[src/hw/rv_isa_pkg.sv]
package rv_isa_pkg;

    // major opcodes, instruction bits 6:2

    // OP-IMM: addi, slli, srli, srai, andi
    localparam logic [4:0] RV32_OPC_ARI  = 5'b00100;

    // OP: add, sub, xor, or, and
    localparam logic [4:0] RV32_OPC_ARR  = 5'b01100;

    localparam logic [4:0] RV32_OPC_LD   = 5'b00000;
    localparam logic [4:0] RV32_OPC_STR  = 5'b01000;
    localparam logic [4:0] RV32_OPC_LUI  = 5'b01101;
    localparam logic [4:0] RV32_OPC_JAL  = 5'b11011;
    localparam logic [4:0] RV32_OPC_JALR = 5'b11001;

    // conditional branches
    localparam logic [4:0] RV32_OPC_B    = 5'b11000;

    // compressed quadrants, instruction bits 1:0
    // 2'b11 is not a quadrant, it marks a full 32-bit instruction
    localparam logic [1:0] RV32_C_Q0_DET = 2'b00;
    localparam logic [1:0] RV32_C_Q1_DET = 2'b01;
    localparam logic [1:0] RV32_C_Q2_DET = 2'b10;

endpackage

[src/hw/rv_fetch_pkg.sv]
package rv_fetch_pkg;

    // one 16-bit instruction parcel
    typedef logic [15:0] parcel_t;

    // a fetched memory word, seen whole or as two parcels
    // parcels[0] holds the low half, which sits at the lower address
    typedef union packed {
        logic [31:0]      word;
        parcel_t [1:0]    parcels;
    } fetch_word_u;

endpackage

[src/hw/rv_parcel_queue.sv]
`timescale 1ns/10ps

module rv_parcel_queue
    import rv_fetch_pkg::*;
#(
    parameter int          QUEUE_DEPTH = 8,
    parameter logic [31:0] RESET_PC    = 32'h0
)
(
    input  logic                               i_clk,
    input  logic                               i_rst,
    input  logic                               i_wr,
    input  fetch_word_u                        i_wr_word,
    input  logic                               i_flush,
    input  logic [31:0]                        i_flush_pc,
    input  logic                               i_pop,
    input  logic                               i_pop_two,
    output logic [$clog2(QUEUE_DEPTH):0]       o_count,
    output parcel_t                            o_parcel0,
    output parcel_t                            o_parcel1,
    output logic [31:0]                        o_head_pc
);

    localparam int PTR_W = $clog2(QUEUE_DEPTH);
    localparam int CNT_W = PTR_W + 1;

    parcel_t            mem [QUEUE_DEPTH];
    logic [PTR_W-1:0]   rd_ptr;
    logic [PTR_W-1:0]   rd_ptr_nxt;
    logic [PTR_W-1:0]   wr_ptr;
    logic [PTR_W-1:0]   wr_ptr_nxt;
    logic [CNT_W-1:0]   count;
    logic [31:0]        head_pc;
    logic               skip_low;
    logic               do_wr;
    logic [1:0]         n_wr;
    logic [1:0]         n_pop;

    // a flush in the same cycle wins over the write
    assign do_wr      = i_wr && !i_flush;
    assign n_wr       = do_wr ? (skip_low ? 2'd1 : 2'd2) : 2'd0;
    assign n_pop      = i_pop ? (i_pop_two ? 2'd2 : 2'd1) : 2'd0;
    assign rd_ptr_nxt = rd_ptr + 1'b1;
    assign wr_ptr_nxt = wr_ptr + 1'b1;

    always_ff @(posedge i_clk)
    begin
        if (do_wr)
        begin
            if (skip_low)
            begin
                mem[wr_ptr] <= i_wr_word.parcels[1];
            end
            else
            begin
                mem[wr_ptr]     <= i_wr_word.parcels[0];
                mem[wr_ptr_nxt] <= i_wr_word.parcels[1];
            end
        end
    end

    always_ff @(posedge i_clk)
    begin
        if (i_rst)
        begin
            rd_ptr   <= '0;
            wr_ptr   <= '0;
            count    <= '0;
            head_pc  <= {RESET_PC[31:1], 1'b0};
            skip_low <= RESET_PC[1];
        end
        else if (i_flush)
        begin
            rd_ptr   <= '0;
            wr_ptr   <= '0;
            count    <= '0;
            head_pc  <= {i_flush_pc[31:1], 1'b0};
            // target in the upper half of a word, so the low parcel is not ours
            skip_low <= i_flush_pc[1];
        end
        else
        begin
            wr_ptr  <= wr_ptr + PTR_W'(n_wr);
            rd_ptr  <= rd_ptr + PTR_W'(n_pop);
            count   <= count + CNT_W'(n_wr) - CNT_W'(n_pop);
            head_pc <= head_pc + {29'b0, n_pop, 1'b0};
            if (do_wr)
            begin
                skip_low <= 1'b0;
            end
        end
    end

    assign o_count   = count;
    assign o_parcel0 = mem[rd_ptr];
    assign o_parcel1 = mem[rd_ptr_nxt];
    assign o_head_pc = head_pc;

    // the source has no back-pressure, so it must never find the buffer full
    a_wr_room: assert property (@(posedge i_clk) disable iff (i_rst)
        do_wr |-> (QUEUE_DEPTH - count) >= 2);

    a_pop_count: assert property (@(posedge i_clk) disable iff (i_rst)
        i_pop |-> count >= (i_pop_two ? 2 : 1));

    // strobes at most every second cycle
    a_wr_spacing: assert property (@(posedge i_clk) disable iff (i_rst)
        i_wr |=> !i_wr);

endmodule

[src/hw/rv_decode_comp.sv]
`timescale 1ns/10ps

module rv_decode_comp
    import rv_isa_pkg::*;
(
    input  logic [31:0]     i_instruction,
    output logic [31:0]     o_instruction,
    output logic            o_illegal_instruction
);

    logic [15:0] c;
    logic [31:0] instruction;
    logic        illegal_instruction;

    assign c = i_instruction[15:0];

    always_comb
    begin
        instruction         = i_instruction;
        illegal_instruction = 1'b0;
        case (i_instruction[1:0])
        RV32_C_Q0_DET:
        begin
            case (c[15:14])
            2'b00:
            begin
                // c.addi4spn: addi rd', x2, nzuimm
                instruction = {2'b00, c[10:7], c[12:11], c[5], c[6], 2'b00, 5'd2, 3'b000,
                               2'b01, c[4:2], RV32_OPC_ARI, 2'b11};
            end
            2'b01:
            begin
                // c.lw
                instruction = {5'b0, c[5], c[12:10], c[6], 2'b00, 2'b01, c[9:7], 3'b010,
                               2'b01, c[4:2], RV32_OPC_LD, 2'b11};
            end
            2'b11:
            begin
                // c.sw
                instruction = {5'b0, c[5], c[12], 2'b01, c[4:2], 2'b01, c[9:7], 3'b010,
                               c[11:10], c[6], 2'b00, RV32_OPC_STR, 2'b11};
            end
            default:
            begin
                // reserved slot, passed through
                illegal_instruction = 1'b1;
            end
            endcase
        end
        RV32_C_Q1_DET:
        begin
            case (c[15:13])
            3'b000:
            begin
                // c.addi, c.nop
                instruction = {{7{c[12]}}, c[6:2], c[11:7], 3'b000, c[11:7],
                               RV32_OPC_ARI, 2'b11};
            end
            3'b001, 3'b101:
            begin
                // c.jal links to x1, c.j to x0
                instruction = {c[12], c[8], c[10:9], c[6], c[7], c[2], c[11], c[5:3],
                               {9{c[12]}}, 4'b0, ~c[15], RV32_OPC_JAL, 2'b11};
            end
            3'b010:
            begin
                // c.li
                instruction = {{7{c[12]}}, c[6:2], 5'd0, 3'b000, c[11:7],
                               RV32_OPC_ARI, 2'b11};
            end
            3'b011:
            begin
                if (c[11:7] == 5'd2)
                begin
                    // c.addi16sp
                    instruction = {{3{c[12]}}, c[4:3], c[5], c[2], c[6], 4'b0, 5'd2, 3'b000,
                                   5'd2, RV32_OPC_ARI, 2'b11};
                end
                else
                begin
                    // c.lui
                    instruction = {{15{c[12]}}, c[6:2], c[11:7], RV32_OPC_LUI, 2'b11};
                end
            end
            3'b100:
            begin
                case (c[11:10])
                2'b00, 2'b01:
                begin
                    // c.srli, c.srai share the shift encoding, bit 10 picks arithmetic
                    instruction = {1'b0, c[10], 5'b0, c[6:2], 2'b01, c[9:7], 3'b101,
                                   2'b01, c[9:7], RV32_OPC_ARI, 2'b11};
                end
                2'b10:
                begin
                    // c.andi
                    instruction = {{7{c[12]}}, c[6:2], 2'b01, c[9:7], 3'b111,
                                   2'b01, c[9:7], RV32_OPC_ARI, 2'b11};
                end
                default:
                begin
                    case (c[6:5])
                    2'b00:
                    begin
                        // c.sub
                        instruction = {7'b0100000, 2'b01, c[4:2], 2'b01, c[9:7], 3'b000,
                                       2'b01, c[9:7], RV32_OPC_ARR, 2'b11};
                    end
                    2'b01:
                    begin
                        // c.xor
                        instruction = {7'b0, 2'b01, c[4:2], 2'b01, c[9:7], 3'b100,
                                       2'b01, c[9:7], RV32_OPC_ARR, 2'b11};
                    end
                    2'b10:
                    begin
                        // c.or
                        instruction = {7'b0, 2'b01, c[4:2], 2'b01, c[9:7], 3'b110,
                                       2'b01, c[9:7], RV32_OPC_ARR, 2'b11};
                    end
                    default:
                    begin
                        // c.and
                        instruction = {7'b0, 2'b01, c[4:2], 2'b01, c[9:7], 3'b111,
                                       2'b01, c[9:7], RV32_OPC_ARR, 2'b11};
                    end
                    endcase
                end
                endcase
            end
            default:
            begin
                // c.beqz, c.bnez; bit 13 becomes funct3 bit 0
                instruction = {{4{c[12]}}, c[6:5], c[2], 5'd0, 2'b01, c[9:7], 2'b00, c[13],
                               c[11:10], c[4:3], c[12], RV32_OPC_B, 2'b11};
            end
            endcase
        end
        RV32_C_Q2_DET:
        begin
            case (c[15:14])
            2'b00:
            begin
                // c.slli
                instruction = {7'b0, c[6:2], c[11:7], 3'b001, c[11:7], RV32_OPC_ARI, 2'b11};
            end
            2'b01:
            begin
                // c.lwsp
                instruction = {4'b0, c[3:2], c[12], c[6:4], 2'b00, 5'd2, 3'b010, c[11:7],
                               RV32_OPC_LD, 2'b11};
            end
            2'b10:
            begin
                if (!c[12])
                begin
                    if (|c[6:2])
                    begin
                        // c.mv
                        instruction = {7'b0, c[6:2], 5'd0, 3'b000, c[11:7], RV32_OPC_ARR, 2'b11};
                    end
                    else
                    begin
                        // c.jr
                        instruction = {12'b0, c[11:7], 3'b000, 5'd0, RV32_OPC_JALR, 2'b11};
                    end
                end
                else if (|c[6:2])
                begin
                    // c.add
                    instruction = {7'b0, c[6:2], c[11:7], 3'b000, c[11:7], RV32_OPC_ARR, 2'b11};
                end
                else if (c[11:7] == 5'd0)
                begin
                    // c.ebreak
                    instruction = 32'h0010_0073;
                end
                else
                begin
                    // c.jalr
                    instruction = {12'b0, c[11:7], 3'b000, 5'd1, RV32_OPC_JALR, 2'b11};
                end
            end
            default:
            begin
                // c.swsp
                instruction = {4'b0, c[8:7], c[12], c[6:2], 5'd2, 3'b010, c[11:9], 2'b00,
                               RV32_OPC_STR, 2'b11};
            end
            endcase
        end
        default:
        begin
            // a full 32-bit instruction has nothing to expand
            illegal_instruction = 1'b1;
        end
        endcase
    end

    assign o_instruction         = instruction;
    assign o_illegal_instruction = illegal_instruction;

endmodule

[src/hw/rv_instr_align.sv]
`timescale 1ns/10ps

module rv_instr_align
    import rv_isa_pkg::*;
    import rv_fetch_pkg::*;
#(
    parameter int QUEUE_DEPTH = 8
)
(
    input  logic                               i_clk,
    input  logic                               i_rst,
    input  logic                               i_flush,
    input  logic [$clog2(QUEUE_DEPTH):0]       i_count,
    input  parcel_t                            i_parcel0,
    input  parcel_t                            i_parcel1,
    input  logic [31:0]                        i_head_pc,
    output logic                               o_pop,
    output logic                               o_pop_two,
    output logic                               o_instr_valid,
    output logic [31:0]                        o_instr,
    output logic [31:0]                        o_instr_pc,
    output logic                               o_instr_compressed,
    output logic                               o_instr_illegal
);

    logic        is_comp;
    logic        issue;
    logic [31:0] expanded;
    logic        exp_illegal;

    // low bits 11 mark a 32-bit instruction and anything else is compressed
    assign is_comp = i_parcel0[1:0] inside {RV32_C_Q0_DET, RV32_C_Q1_DET, RV32_C_Q2_DET};

    // a 32-bit instruction waits until its upper half is in the queue
    assign issue     = (i_count != '0) && (is_comp || i_count >= 2);
    assign o_pop     = issue;
    assign o_pop_two = !is_comp;

    rv_decode_comp u_decode_comp
    (
        .i_instruction          ({16'b0, i_parcel0}),
        .o_instruction          (expanded),
        .o_illegal_instruction  (exp_illegal)
    );

    always_ff @(posedge i_clk)
    begin
        if (i_rst || i_flush)
        begin
            o_instr_valid <= 1'b0;
        end
        else
        begin
            o_instr_valid <= issue;
        end
    end

    always_ff @(posedge i_clk)
    begin
        if (issue)
        begin
            o_instr            <= is_comp ? expanded : {i_parcel1, i_parcel0};
            o_instr_pc         <= i_head_pc;
            o_instr_compressed <= is_comp;
            o_instr_illegal    <= is_comp && exp_illegal;
        end
    end

    // the queue is empty after a flush and nothing may issue from it
    a_flush_kills: assert property (@(posedge i_clk) disable iff (i_rst)
        i_flush |=> !o_instr_valid && !o_pop);

endmodule

[src/hw/rv_fetch_top.sv]
`timescale 1ns/10ps

module rv_fetch_top
    import rv_fetch_pkg::*;
#(
    parameter int          QUEUE_DEPTH = 8,
    parameter logic [31:0] RESET_PC    = 32'h0
)
(
    input  logic            i_clk,
    input  logic            i_rst,
    input  logic            i_fetch_valid,
    input  fetch_word_u     i_fetch_word,
    input  logic            i_flush,
    input  logic [31:0]     i_flush_pc,
    output logic            o_instr_valid,
    output logic [31:0]     o_instr,
    output logic [31:0]     o_instr_pc,
    output logic            o_instr_compressed,
    output logic            o_instr_illegal
);

    localparam int CNT_W = $clog2(QUEUE_DEPTH) + 1;

    logic [CNT_W-1:0] count;
    parcel_t          parcel0;
    parcel_t          parcel1;
    logic [31:0]      head_pc;
    logic             pop;
    logic             pop_two;

    rv_parcel_queue #(
        .QUEUE_DEPTH    (QUEUE_DEPTH),
        .RESET_PC       (RESET_PC)
    ) u_queue (
        .i_clk          (i_clk),
        .i_rst          (i_rst),
        .i_wr           (i_fetch_valid),
        .i_wr_word      (i_fetch_word),
        .i_flush        (i_flush),
        .i_flush_pc     (i_flush_pc),
        .i_pop          (pop),
        .i_pop_two      (pop_two),
        .o_count        (count),
        .o_parcel0      (parcel0),
        .o_parcel1      (parcel1),
        .o_head_pc      (head_pc)
    );

    rv_instr_align #(
        .QUEUE_DEPTH        (QUEUE_DEPTH)
    ) u_align (
        .i_clk              (i_clk),
        .i_rst              (i_rst),
        .i_flush            (i_flush),
        .i_count            (count),
        .i_parcel0          (parcel0),
        .i_parcel1          (parcel1),
        .i_head_pc          (head_pc),
        .o_pop              (pop),
        .o_pop_two          (pop_two),
        .o_instr_valid      (o_instr_valid),
        .o_instr            (o_instr),
        .o_instr_pc         (o_instr_pc),
        .o_instr_compressed (o_instr_compressed),
        .o_instr_illegal    (o_instr_illegal)
    );

endmodule

[config.mk]
export PLATFORM = sky130hd
export DESIGN_NAME = rv_fetch_top
export DESIGN_NICKNAME = d
export VERILOG_FILES = /design/src/hw/rv_isa_pkg.sv /design/src/hw/rv_fetch_pkg.sv /design/src/hw/rv_parcel_queue.sv /design/src/hw/rv_decode_comp.sv /design/src/hw/rv_instr_align.sv /design/src/hw/rv_fetch_top.sv
export SDC_FILE = /design/constraint.sdc
export NUM_CORES = 1
export LEC_CHECK = 0
export BUFFER_PORTS_ARGS = -buffer_cell sky130_fd_sc_hd__clkbuf_2
export CAP_MARGIN = 20
export CORE_MARGIN = 2
export CORE_UTILIZATION = 55
export CTS_CLUSTER_DIAMETER = 40
export DETAILED_ROUTE_END_ITERATION = 12
export MAX_ROUTING_LAYER = met4
export PLACE_DENSITY_LB_ADDON = 0.25
export RECOVER_POWER = 50
export SLEW_MARGIN = 20
export SYNTH_ARGS = -nofsm -noshare
export SYNTH_HDL_FRONTEND = slang
export SYNTH_SLANG_ARGS = --single-unit
[constraint.sdc]
create_clock -name i_clk -period 10.9 [get_ports i_clk]
set_clock_uncertainty 0.1 [all_clocks]
set_input_delay 0.545 -clock i_clk [delete_from_list [all_inputs] [get_ports i_clk]]
set_output_delay 0.545 -clock i_clk [all_outputs]
set_load 0.005 [all_outputs]
==> flow_summary.ini, run 1 <==
[routing]
drt-total-wl_mm = 35.62
drc_errors = 0
drt_pass1_iterations = 5
final_antenna_net_count = 0
routedWlPerCell_um = 21.44
dr_total_vias = 10420
vias_per_cell = 6.272
first_iter_violations = 1094

[grt]
grt_pass1_vias = 9936
grt_max_degree = 67
grt_util_met3_pct = 4.779
grt_use_met2_pct = 45.45
use_met1_pct = 37.50
grt.overflow.total = 0
antenna_found_initial = 1
track_usage_pct = 28.53
grt_pass1_wl_mm = 55.72
grt.busiest_layer = met2

[power_and_ir_drop]
peakVddDrop_mv = 0.1415
power_mw = 3.511
power_density_mw_per_mm2 = 228.9
p_leak_nw = 5.526

[floorplanning]
ios = 135
core_area_mm2 = 0.02411
die_x_um = 159.8
num_rows = 57
dieHeight_um = 159.8
die_area_mm2 = 0.02554
start_util_pct = 55.40

[finish]
drive_gt1_share_pct = 20.66
final_cell_mix = 199 x nor2_1, 193 x edfxtp_1, 177 x a21oi_1
fillers = 1928
syn2layout_area_growth_pct = 14.88
finalNetCount = 1401
final_common_cell = nor2_1

[synth]
yosysSeqAreaShare_pct = 49.85
netlist_area_mm2 = 0.01335
async_flop_share_pct = 0
synth_cell_types = 75
synthXorXnorAreaFrac_pct = 2.230
synth-edff-count = 193
ys.flop_type = edfxtp_1
synthSimpleGateAreaFrac_pct = 12.53
synth_compound_area_share_pct = 13.72
syn_inst = 1220
synth_mux_area_share_pct = 15.30
synth_nets = 1309
ys_seq_elements = 236
yosys_warnings = 0
synth_top_area_share_pct = 43.40
avgSynthCellArea_um2 = 10.95
synth_top_cell_by_area = edfxtp_1
synth_top_family_by_area = multiplexers
synth_area_leaders = edfxtp_1 43%, mux4_2 9.6%, a21oi_1 6.6%, dfxtp_1 6.4%, nor2_1 5.6%
synthAdderAreaFrac_pct = 2.249

[worst_setup_path]
r2r_setup_slack_ns = 5.52
cp.arrival_ns = 5.72
crit_type = flip-flop to flip-flop
cp_max_fo = 54
worstPathRequired_ns = 11.24
critPathCaptureType = flip-flop
crit_path_start_kind = flip-flop

[sta]
maxSlewViolCount = 119
setup-violations-final = 0
max_freq_ghz = 0.1860
rsz0062_at_grt = false
period_share_pct = 49.33
max_slew.worst_pin.slew_ns = 1.796
slew_headroom_pct = -19.76
hold_violations = 0
period_needed_ns = 5.377
fin_setup_tns_ns = 0

[placement]
place.gp.congestion = 0.9494
port_buffers = 132
post-dp-hpwl_mm = 22.54

[clocking]
clock-sinks = 236
cts_resized = 0
cts_tree = done
clk_pin_slew_ns = 0.06
insertion_delay_ns = 0.55
htreeDepth = 1
ctsLongestPathBuffers = 3
numCtsBuffers = 30
cts_setup_buffers = 0
holdBufCountCts = 0
cts_root_buffer = clkbuf_16

[run_status]
violations = capacitance limit, slew limit
status = complete, but fails checks

[run]
drv_cap = 4

[min_path]
hp-class = primary input to flip-flop
registers in the layout, summed over array words and instances (netlist names):
| signal | cells |
|---|---|
| u_queue.o_head_pc | 31 |
| u_queue.skip_low | 1 |
| u_align.o_instr_valid | 1 |
| u_align.o_instr_pc | 31 |
| u_queue.rd_ptr | 3 |
| u_queue.o_count | 4 |
| u_align.o_instr_compressed | 1 |
| u_queue.mem | 128 |
| u_align.o_instr_illegal | 1 |
| u_queue.wr_ptr | 3 |
| u_align.o_instr | 32 |
synth_stat cells (17+ instances only):
library cell / n
nand2_1: 79
xor2_1: 26
nand3_1: 30
buf_2: 17
mux4_2: 57
a21oi_1: 177
o21ai_0: 37
dfxtp_1: 43
nor2_1: 199
mux2i_1: 34
clkbuf_1: 68
inv_1: 23
edfxtp_1: 193
cells by family after synthesis:
logic type,after synthesis
compound gates,308
mux,115
buf+inv,128
xor+xnor,34
fa+ha+maj,21
flops,236
simple gates,377
other cells,1
where the power goes:
group          switching [mW]  leakage (nW)  internal (mW)
clock network           0.397         0.558          0.710
logic                   0.686          2.82          0.450
registers              0.0558          2.15           1.21
critical path, cell delays in order, from the launching register on:
cell and delay (ns):
dfxtp_4 0.46, buf_4 0.73, mux4_2 0.41, mux2i_1 0.40, inv_1 0.13, ha_1 0.29, nand2_1 0.10, a22o_2 0.14
nand2_1 0.13, inv_1 0.14, ha_1 0.13, a21o_1 0.16, nand3_1 0.27, nor4_1 0.99, nand4_1 0.22, xor2_1 0.19
a211oi_1 0.26
path summary, 6_finish.rpt:
kind	depth (start not counted)	start	endpoint
setup / recovery	16	u_queue.rd_ptr[0]	u_queue.o_head_pc[26]
hold / removal	3	i_flush_pc[9]	u_queue.o_head_pc[9]
setup reg to reg	16	u_queue.rd_ptr[0]	u_queue.o_head_pc[26]
hold reg to reg	0	u_queue.o_head_pc[31]	u_align.o_instr_pc[31]
through the flow:
stage | worst slack [ns] | area [um^2] | instances | util [%] | hold WS, ns
2_1_floorplan | 4.272 | 13350 | 1220 | - | 0.3148
3_3_place_gp | 5.751 | 14210 | 1603 | 58.95 | 0.3357
3_5_place_dp | 5.579 | 14240 | 1604 | 59.08 | 0.3448
4_1_cts | 5.539 | 15390 | 1660 | 63.83 | 0.1264
5_1_grt | 5.017 | 15340 | 1661 | 63.64 | 0.1328
6_report | 5.523 | 15340 | 1661 | 63.64 | 0.1393
routing by layer:
metal	routed length, um	vias up
met5	0	-
met4	1109	0
met3	3516	95
met2	16980	624
met1	14020	4923
li1	-	4775
cell type report:
type	instances	area, um^2	share of cell area, %
antenna	1	2.502	0.01631
clock buffer	37	860.8	5.611
clock inverter	19	284.0	1.851
inverter	25	93.84	0.6117
multi-input combinational	856	6177	40.27
sequential	236	6660	43.41
tap	324	405.4	2.643
timing repair buffer	163	857.1	5.587
Note: power is estimated with default switching activity, not from simulation.
==> run 2: changes to the inputs <==
--- a/config.mk
+++ b/config.mk
@@ -8,7 +8,7 @@
 export BUFFER_PORTS_ARGS = -buffer_cell sky130_fd_sc_hd__clkbuf_2
 export CAP_MARGIN = 20
 export CORE_MARGIN = 2
-export CORE_UTILIZATION = 55
+export CORE_UTILIZATION = 54
 export CTS_CLUSTER_DIAMETER = 40
 export DETAILED_ROUTE_END_ITERATION = 12
 export MAX_ROUTING_LAYER = met4
==> constraint.sdc (replaced) <==
create_clock -name i_clk -period 4.8 [get_ports i_clk]
set_clock_uncertainty 0.1 [all_clocks]
set_input_delay 0.24 -clock i_clk [delete_from_list [all_inputs] [get_ports i_clk]]
set_output_delay 0.24 -clock i_clk [all_outputs]
set_load 0.005 [all_outputs]
==> run 2 against run 1 <==
The flow still finishes with violations (capacitance limit, slew limit). Sequential share of layout area decreased by 1.0 points. First-iteration DRC count increased by 9.1%. Routed wire length increased by 5.3%. Hold slack got worse by 0.056 ns. Via count increased by 3.0%. Global-route usage increased by 1.2 points. Utilization increased by 0.99 points. Critical endpoint is now u_queue.o_head_pc[30]. Largest cell class unchanged.
==> flow_summary.ini, run 2 (synthesized netlist as in run 1, its figures left out) <==
[routing]
drt_pass1_iterations = 5
drc_errors = 0
final_antenna_net_count = 0
vias_per_cell = 6.283
first_iter_violations = 1194
dr_total_vias = 10730
drt-total-wl_mm = 37.50
routedWlPerCell_um = 21.97

[worst_setup_path]
crit_chain = mux4_2 > mux2i_1 > inv_1 > ha_1 > buf_4 > nand2_1 > a22o_4 > nand2_4 > inv_1 > ha_1 > a21o_1 > nand3_1 > nor4_2 > nand4_1 > xor2_1 > a211oi_1
critPathCaptureType = flip-flop
worstPathRequired_ns = 5.11
cp_max_fo = 7
ff2ff_path_depth = 16
r2r_setup_slack_ns = 0.32
startpoint = u_queue.rd_ptr[1]
crit_type = flip-flop to flip-flop
rr_startpoint = u_queue.rd_ptr[1]
cpPeakStageDelay_ns = 0.72
cp_slowest_cell = nor4_2
cp.arrival_ns = 4.79
path_buf_inv = 3
r2r-end = u_queue.o_head_pc[30]
crit_family = simple AND/OR/NAND/NOR gates
crit_path_start_kind = flip-flop

[placement]
post-dp-hpwl_mm = 23.97
port_buffers = 132
place.gp.congestion = 0.9497
postPlaceCellArea_mm2 = 0.01433
dp_cells = 1611

[floorplanning]
dieHeight_um = 161.3
core_area_mm2 = 0.02432
start_util_pct = 54.91
die_x_um = 161.3
ios = 135
die_area_mm2 = 0.02600
num_rows = 57

[clocking]
clock-sinks = 236
htreeDepth = 2
numCtsBuffers = 34
ctsLongestPathBuffers = 3
insertion_delay_ns = 0.52
cts_root_buffer = clkbuf_16
clk_pin_slew_ns = 0.06
cts_tree = done

[finish]
layout.cells.non_filler = 1707
top_register = u_queue.mem
design_area_mm2 = 0.01572
reg_top3 = u_queue.mem: 128 flops, u_align.o_instr: 32 flops
fillers = 1886
fin_util_pct = 64.63
finalNetCount = 1446
final_common_cell = nor2_1
final_cell_mix = 199 x nor2_1, 193 x edfxtp_1, 177 x a21oi_1
largest_reg_flops = 128
drive_gt1_share_pct = 20.54
syn2layout_area_growth_pct = 17.70
antenna_cells = 0

[sta]
period_needed_ns = 4.478
setup-violations-final = 0
hold_ws_ns = 0.08346
hold_violations = 0
period_share_pct = 93.28
maxSlewViolCount = 147
fin_setup_tns_ns = 0
max_freq_ghz = 0.2233
rsz0062_at_grt = false
max_slew.worst_pin.slew_ns = 2.028
slew_headroom_pct = -36.61

[min_path]
min_from = i_fetch_word[20]
worstHoldEndpoint = u_queue.mem[0][4]
hp-class = primary input to flip-flop
hold_depth = 3

[power_and_ir_drop]
peakVddDrop_mv = 0.3637
p_leak_nw = 5.674
power_density_mw_per_mm2 = 508.8

[grt]
grt_pass1_wl_mm = 57.86
grt_pass1_vias = 10190
grt_max_degree = 67
track_usage_pct = 29.73
antenna_found_initial = 0
grt.overflow.total = 0

[run]
drv_cap = 7

[run_status]
violations = capacitance limit, slew limit
status = complete, but fails checks
==> run 2: worst max path at each step <==
stage | endpoint | slack (ns) | cells after the start
after global routing | u_queue.o_head_pc[30] | 0.10 | 16
after global placement | u_queue.o_head_pc[31] | 0.33 | 12
final | u_queue.o_head_pc[30] | 0.32 | 16
after floorplan | u_queue.o_head_pc[23] | 0.03 | 21
after CTS | u_queue.o_head_pc[29] | 0.11 | 12
after detailed placement | u_queue.o_head_pc[29] | 0.14 | 12
==> run 2: tightest hold or removal path: stages <==
cell	delay, ns
clkbuf_2	0.17
nor2_1	0.07
a21oi_1	0.10
==> run 2: power breakdown <==
part / switching (mW) / internal (mW)
Combinational: 1.59 / 1.07
Clock: 0.939 / 1.51
Sequential: 0.137 / 2.75
Total: 2.66 / 5.33
==> run 2: routing by layer <==
metal / global-route usage, % / vias up / routed length, um
li1: - / 4860 / -
met1: 38.40 / 5031 / 14290
met2: 46.84 / 694 / 17580
met3: 5.727 / 140 / 3989
met4: 11.81 / 0 / 1632
met5: - / - / 0
==> run 2: final cells by class <==
type / count / area (um^2) / share of cell area, %
Sequential cell: 236 / 6660 / 42.37
Multi-Input combinational cell: 856 / 6206 / 39.48
Timing Repair Buffer: 204 / 1232 / 7.841
Clock buffer: 42 / 890.9 / 5.668
Tap cell: 324 / 405.4 / 2.579
Clock inverter: 20 / 229.0 / 1.457
Inverter: 25 / 93.84 / 0.5970
==> run 2: metrics by stage <==
step	setup WS (ns)	total power [mW]
final	0.3224	7.997
after global routing	0.1011	8.370
after CTS	0.1086	8.028
after detailed placement	0.1414	5.556
after global placement	0.3259	5.528
after floorplan	0.03158	4.694
==> run 2: timing repair <==
action,4_1_cts,5_1_grt
endpoints found under the hold margin,32,0
endpoints found under the setup margin,0,4
gates resized for setup,0,1
setup buffers,0,2
hold buffers,32,0
==> run 3: changes to the inputs <==
--- a/config.mk
+++ b/config.mk
@@ -7,6 +7,7 @@
 export LEC_CHECK = 0
 export BUFFER_PORTS_ARGS = -buffer_cell sky130_fd_sc_hd__clkbuf_2
 export CAP_MARGIN = 20
+export CORE_ASPECT_RATIO = 1.1
 export CORE_MARGIN = 2
 export CORE_UTILIZATION = 54
 export CTS_CLUSTER_DIAMETER = 40
@@ -14,7 +15,6 @@
 export MAX_ROUTING_LAYER = met4
 export PLACE_DENSITY_LB_ADDON = 0.25
 export RECOVER_POWER = 50
-export SLEW_MARGIN = 20
 export SYNTH_ARGS = -nofsm -noshare
 export SYNTH_HDL_FRONTEND = slang
 export SYNTH_SLANG_ARGS = --single-unit
==> run 3 against run 2 <==
The flow still finishes with violations (capacitance limit, slew limit). Clock power down 6%. Largest cell class unchanged. Critical endpoint is now u_queue.o_head_pc[25]. Final cell count down 0.94%. Count of clock-buffer cells in the layout down 7. Via count up 0.30%. Critical path depth down 2. Total power down 1.4%. Design area down 0.41%. Largest power group unchanged. Flip-flop and latch count unchanged. Combinational power about the same. Non-clock buffer count up 4. Register-to-register slack better by 0.04 ns. Maximum frequency up 0.87%.
==> flow_summary.ini, run 3 (synthesized netlist as in run 1, its figures left out) <==
[worst_setup_path]
crit_path_start_kind = flip-flop
ff2ff_path_depth = 14
crit_family = simple AND/OR/NAND/NOR gates
crit_chain = mux4_2 > mux2i_1 > buf_4 > inv_1 > ha_1 > a31oi_2 > ha_1 > inv_1 > fa_1 > nand3b_1 > nor4_2 > nand3_1 > xor2_1 > a211oi_1
crit_end = u_queue.o_head_pc[25]
worstPathRequired_ns = 5.17
r2r-end = u_queue.o_head_pc[25]
cp_slowest_cell = mux4_2
path_buf_inv = 3
r2r_setup_slack_ns = 0.36
cp.depth = 14
crit_type = flip-flop to flip-flop
critPathCaptureType = flip-flop
rr_startpoint = u_queue.rd_ptr[1]
cp_max_fo = 11
cpPeakStageDelay_ns = 0.56
startpoint = u_queue.rd_ptr[1]
cp.arrival_ns = 4.80

[clocking]
insertion_delay_ns = 0.56
cts_root_buffer = clkbuf_16
htreeDepth = 1
cts_setup_buffers = 0
clk_pin_slew_ns = 0.06
clock-sinks = 236
ctsLongestPathBuffers = 3
cts_tree = done
numCtsBuffers = 31

[run]
drv_cap = 5

[power_and_ir_drop]
power_mw = 7.883
power_density_mw_per_mm2 = 503.6
intPower_mw = 5.198
pwr-share-comb_pct = 34.2
switching_share_pct = 34.06
netSwitchingPower_mw = 2.685
p_clk_share_pct = 29.2
p_seq_share_pct = 36.7
peakVddDrop_mv = 0.3419
p_leak_nw = 5.688

[finish]
largest_reg_flops = 128
reg_top3 = u_queue.mem: 128 flops, u_align.o_instr: 32 flops
syn2layout_area_growth_pct = 17.22
fillers = 1875
top_register = u_queue.mem
final_common_cell = nor2_1
final_cell_mix = 199 x nor2_1, 193 x edfxtp_1, 177 x a21oi_1
antenna_cells = 0
finalNetCount = 1447
seq_area_mm2 = 0.006660
drive_gt1_share_pct = 21.00
multiInputGateArea_mm2 = 0.006220

[placement]
place.gp.congestion = 0.9441
port_buffers = 132
post-dp-hpwl_mm = 23.98

[floorplanning]
die_area_mm2 = 0.02601
dieHeight_um = 168.9
num_rows = 60
die_x_um = 153.9
start_util_pct = 54.73
core_area_mm2 = 0.02440
ios = 135

[sta]
period_needed_ns = 4.439
maxSlewViolCount = 153
period_share_pct = 92.48
max_freq_ghz = 0.2253
slew_headroom_pct = -24.30
hold_ws_ns = 0.03023
setup-violations-final = 0
max_slew.worst_pin.slew_ns = 1.865
hold_violations = 0

[grt]
grt_max_degree = 67
grt.overflow.total = 0
grt_pass1_vias = 10280
track_usage_pct = 29.48
grt_pass1_wl_mm = 57.70
antenna_found_initial = 0

[routing]
first_iter_violations = 1151
routedWlPerCell_um = 22.32
final_antenna_net_count = 0
dr_total_vias = 10760
vias_per_cell = 6.361
drt-total-wl_mm = 37.74
drt_pass1_iterations = 6
drc_errors = 0

[min_path]
hp-class = primary input to flip-flop

[run_status]
violations = capacitance limit, slew limit
status = complete, but fails checks
-- run 3: changes by cell type in the layout (fill, tap and decap cells not counted), sizes merged --
cell	delta
bufinv	-1
inv	+1
clkbuf	-2
clkinv	+1
buf	-1
-- run 3: worst min-delay path: cells and delay by family --
kind / cells / cell delay [ns]
buf+inv: 1 / 0.17
simple gates: 1 / 0.07
compound gates: 1 / 0.10
-- run 3: power by group through the flow --
stage               clock network [mW]  logic [mW]  registers, mW
finish                            2.30        2.69           2.89
global route                      2.41        2.93           2.92
CTS                               2.31        2.69           2.89
detailed placement                   0        2.65           2.93
global placement                     0        2.62           2.92
floorplan                            0        1.76           2.93
-- run 3: metrics by stage --
stage               area, um^2  TNS (ns)  util (%)  worst slack [ns]  instances
floorplan                13420         0         -           0.03158       1220
global placement         14330         0     58.73            0.5408       1601
detailed placement       14330         0     58.73            0.3246       1601
CTS                      15690         0     64.31            0.2219       1689
global route             15650  -0.01847     64.16          -0.01847       1691
finish                   15650         0     64.16            0.3612       1691
-- run 3: repair_timing --
| item | CTS | global route |
|---|---|---|
| hold endpoints to repair | 32 | 0 |
| resized for setup | 0 | 2 |
| endpoints found under the setup margin | 0 | 2 |
| hold buffers | 32 | 0 |
-- run 3: routing by layer --
| layer | track usage, % | vias up | wire length, um |
|---|---|---|---|
| met5 | - | - | 0 |
| met4 | 10.73 | 0 | 1175 |
| met3 | 4.403 | 105 | 3553 |
| met2 | 47.57 | 631 | 18290 |
| met1 | 38.34 | 5163 | 14720 |
| li1 | - | 4858 | - |
-- run 3: how the worst min path moves through the flow --
stage,start,endpoint,cells after the start
after floorplan,i_flush_pc[5],u_queue.o_head_pc[5],2
after global placement,u_queue.o_head_pc[31],u_align.o_instr_pc[31],0
after detailed placement,u_queue.o_head_pc[31],u_align.o_instr_pc[31],0
after CTS,i_fetch_word[26],u_queue.mem[0][10],3
after global routing,i_fetch_word[27],u_queue.mem[4][11],3
final,i_fetch_word[26],u_queue.mem[6][10],3
-- run 3: layout make-up --
type                    count  area share (%)
well taps                 310           2.478
clock buffers              35           5.315
repair buffers            208           8.001
multi-input cells         856           39.73
inverters                  25          0.5995
clock inverters            21           1.327
flip-flops and latches    236           42.55
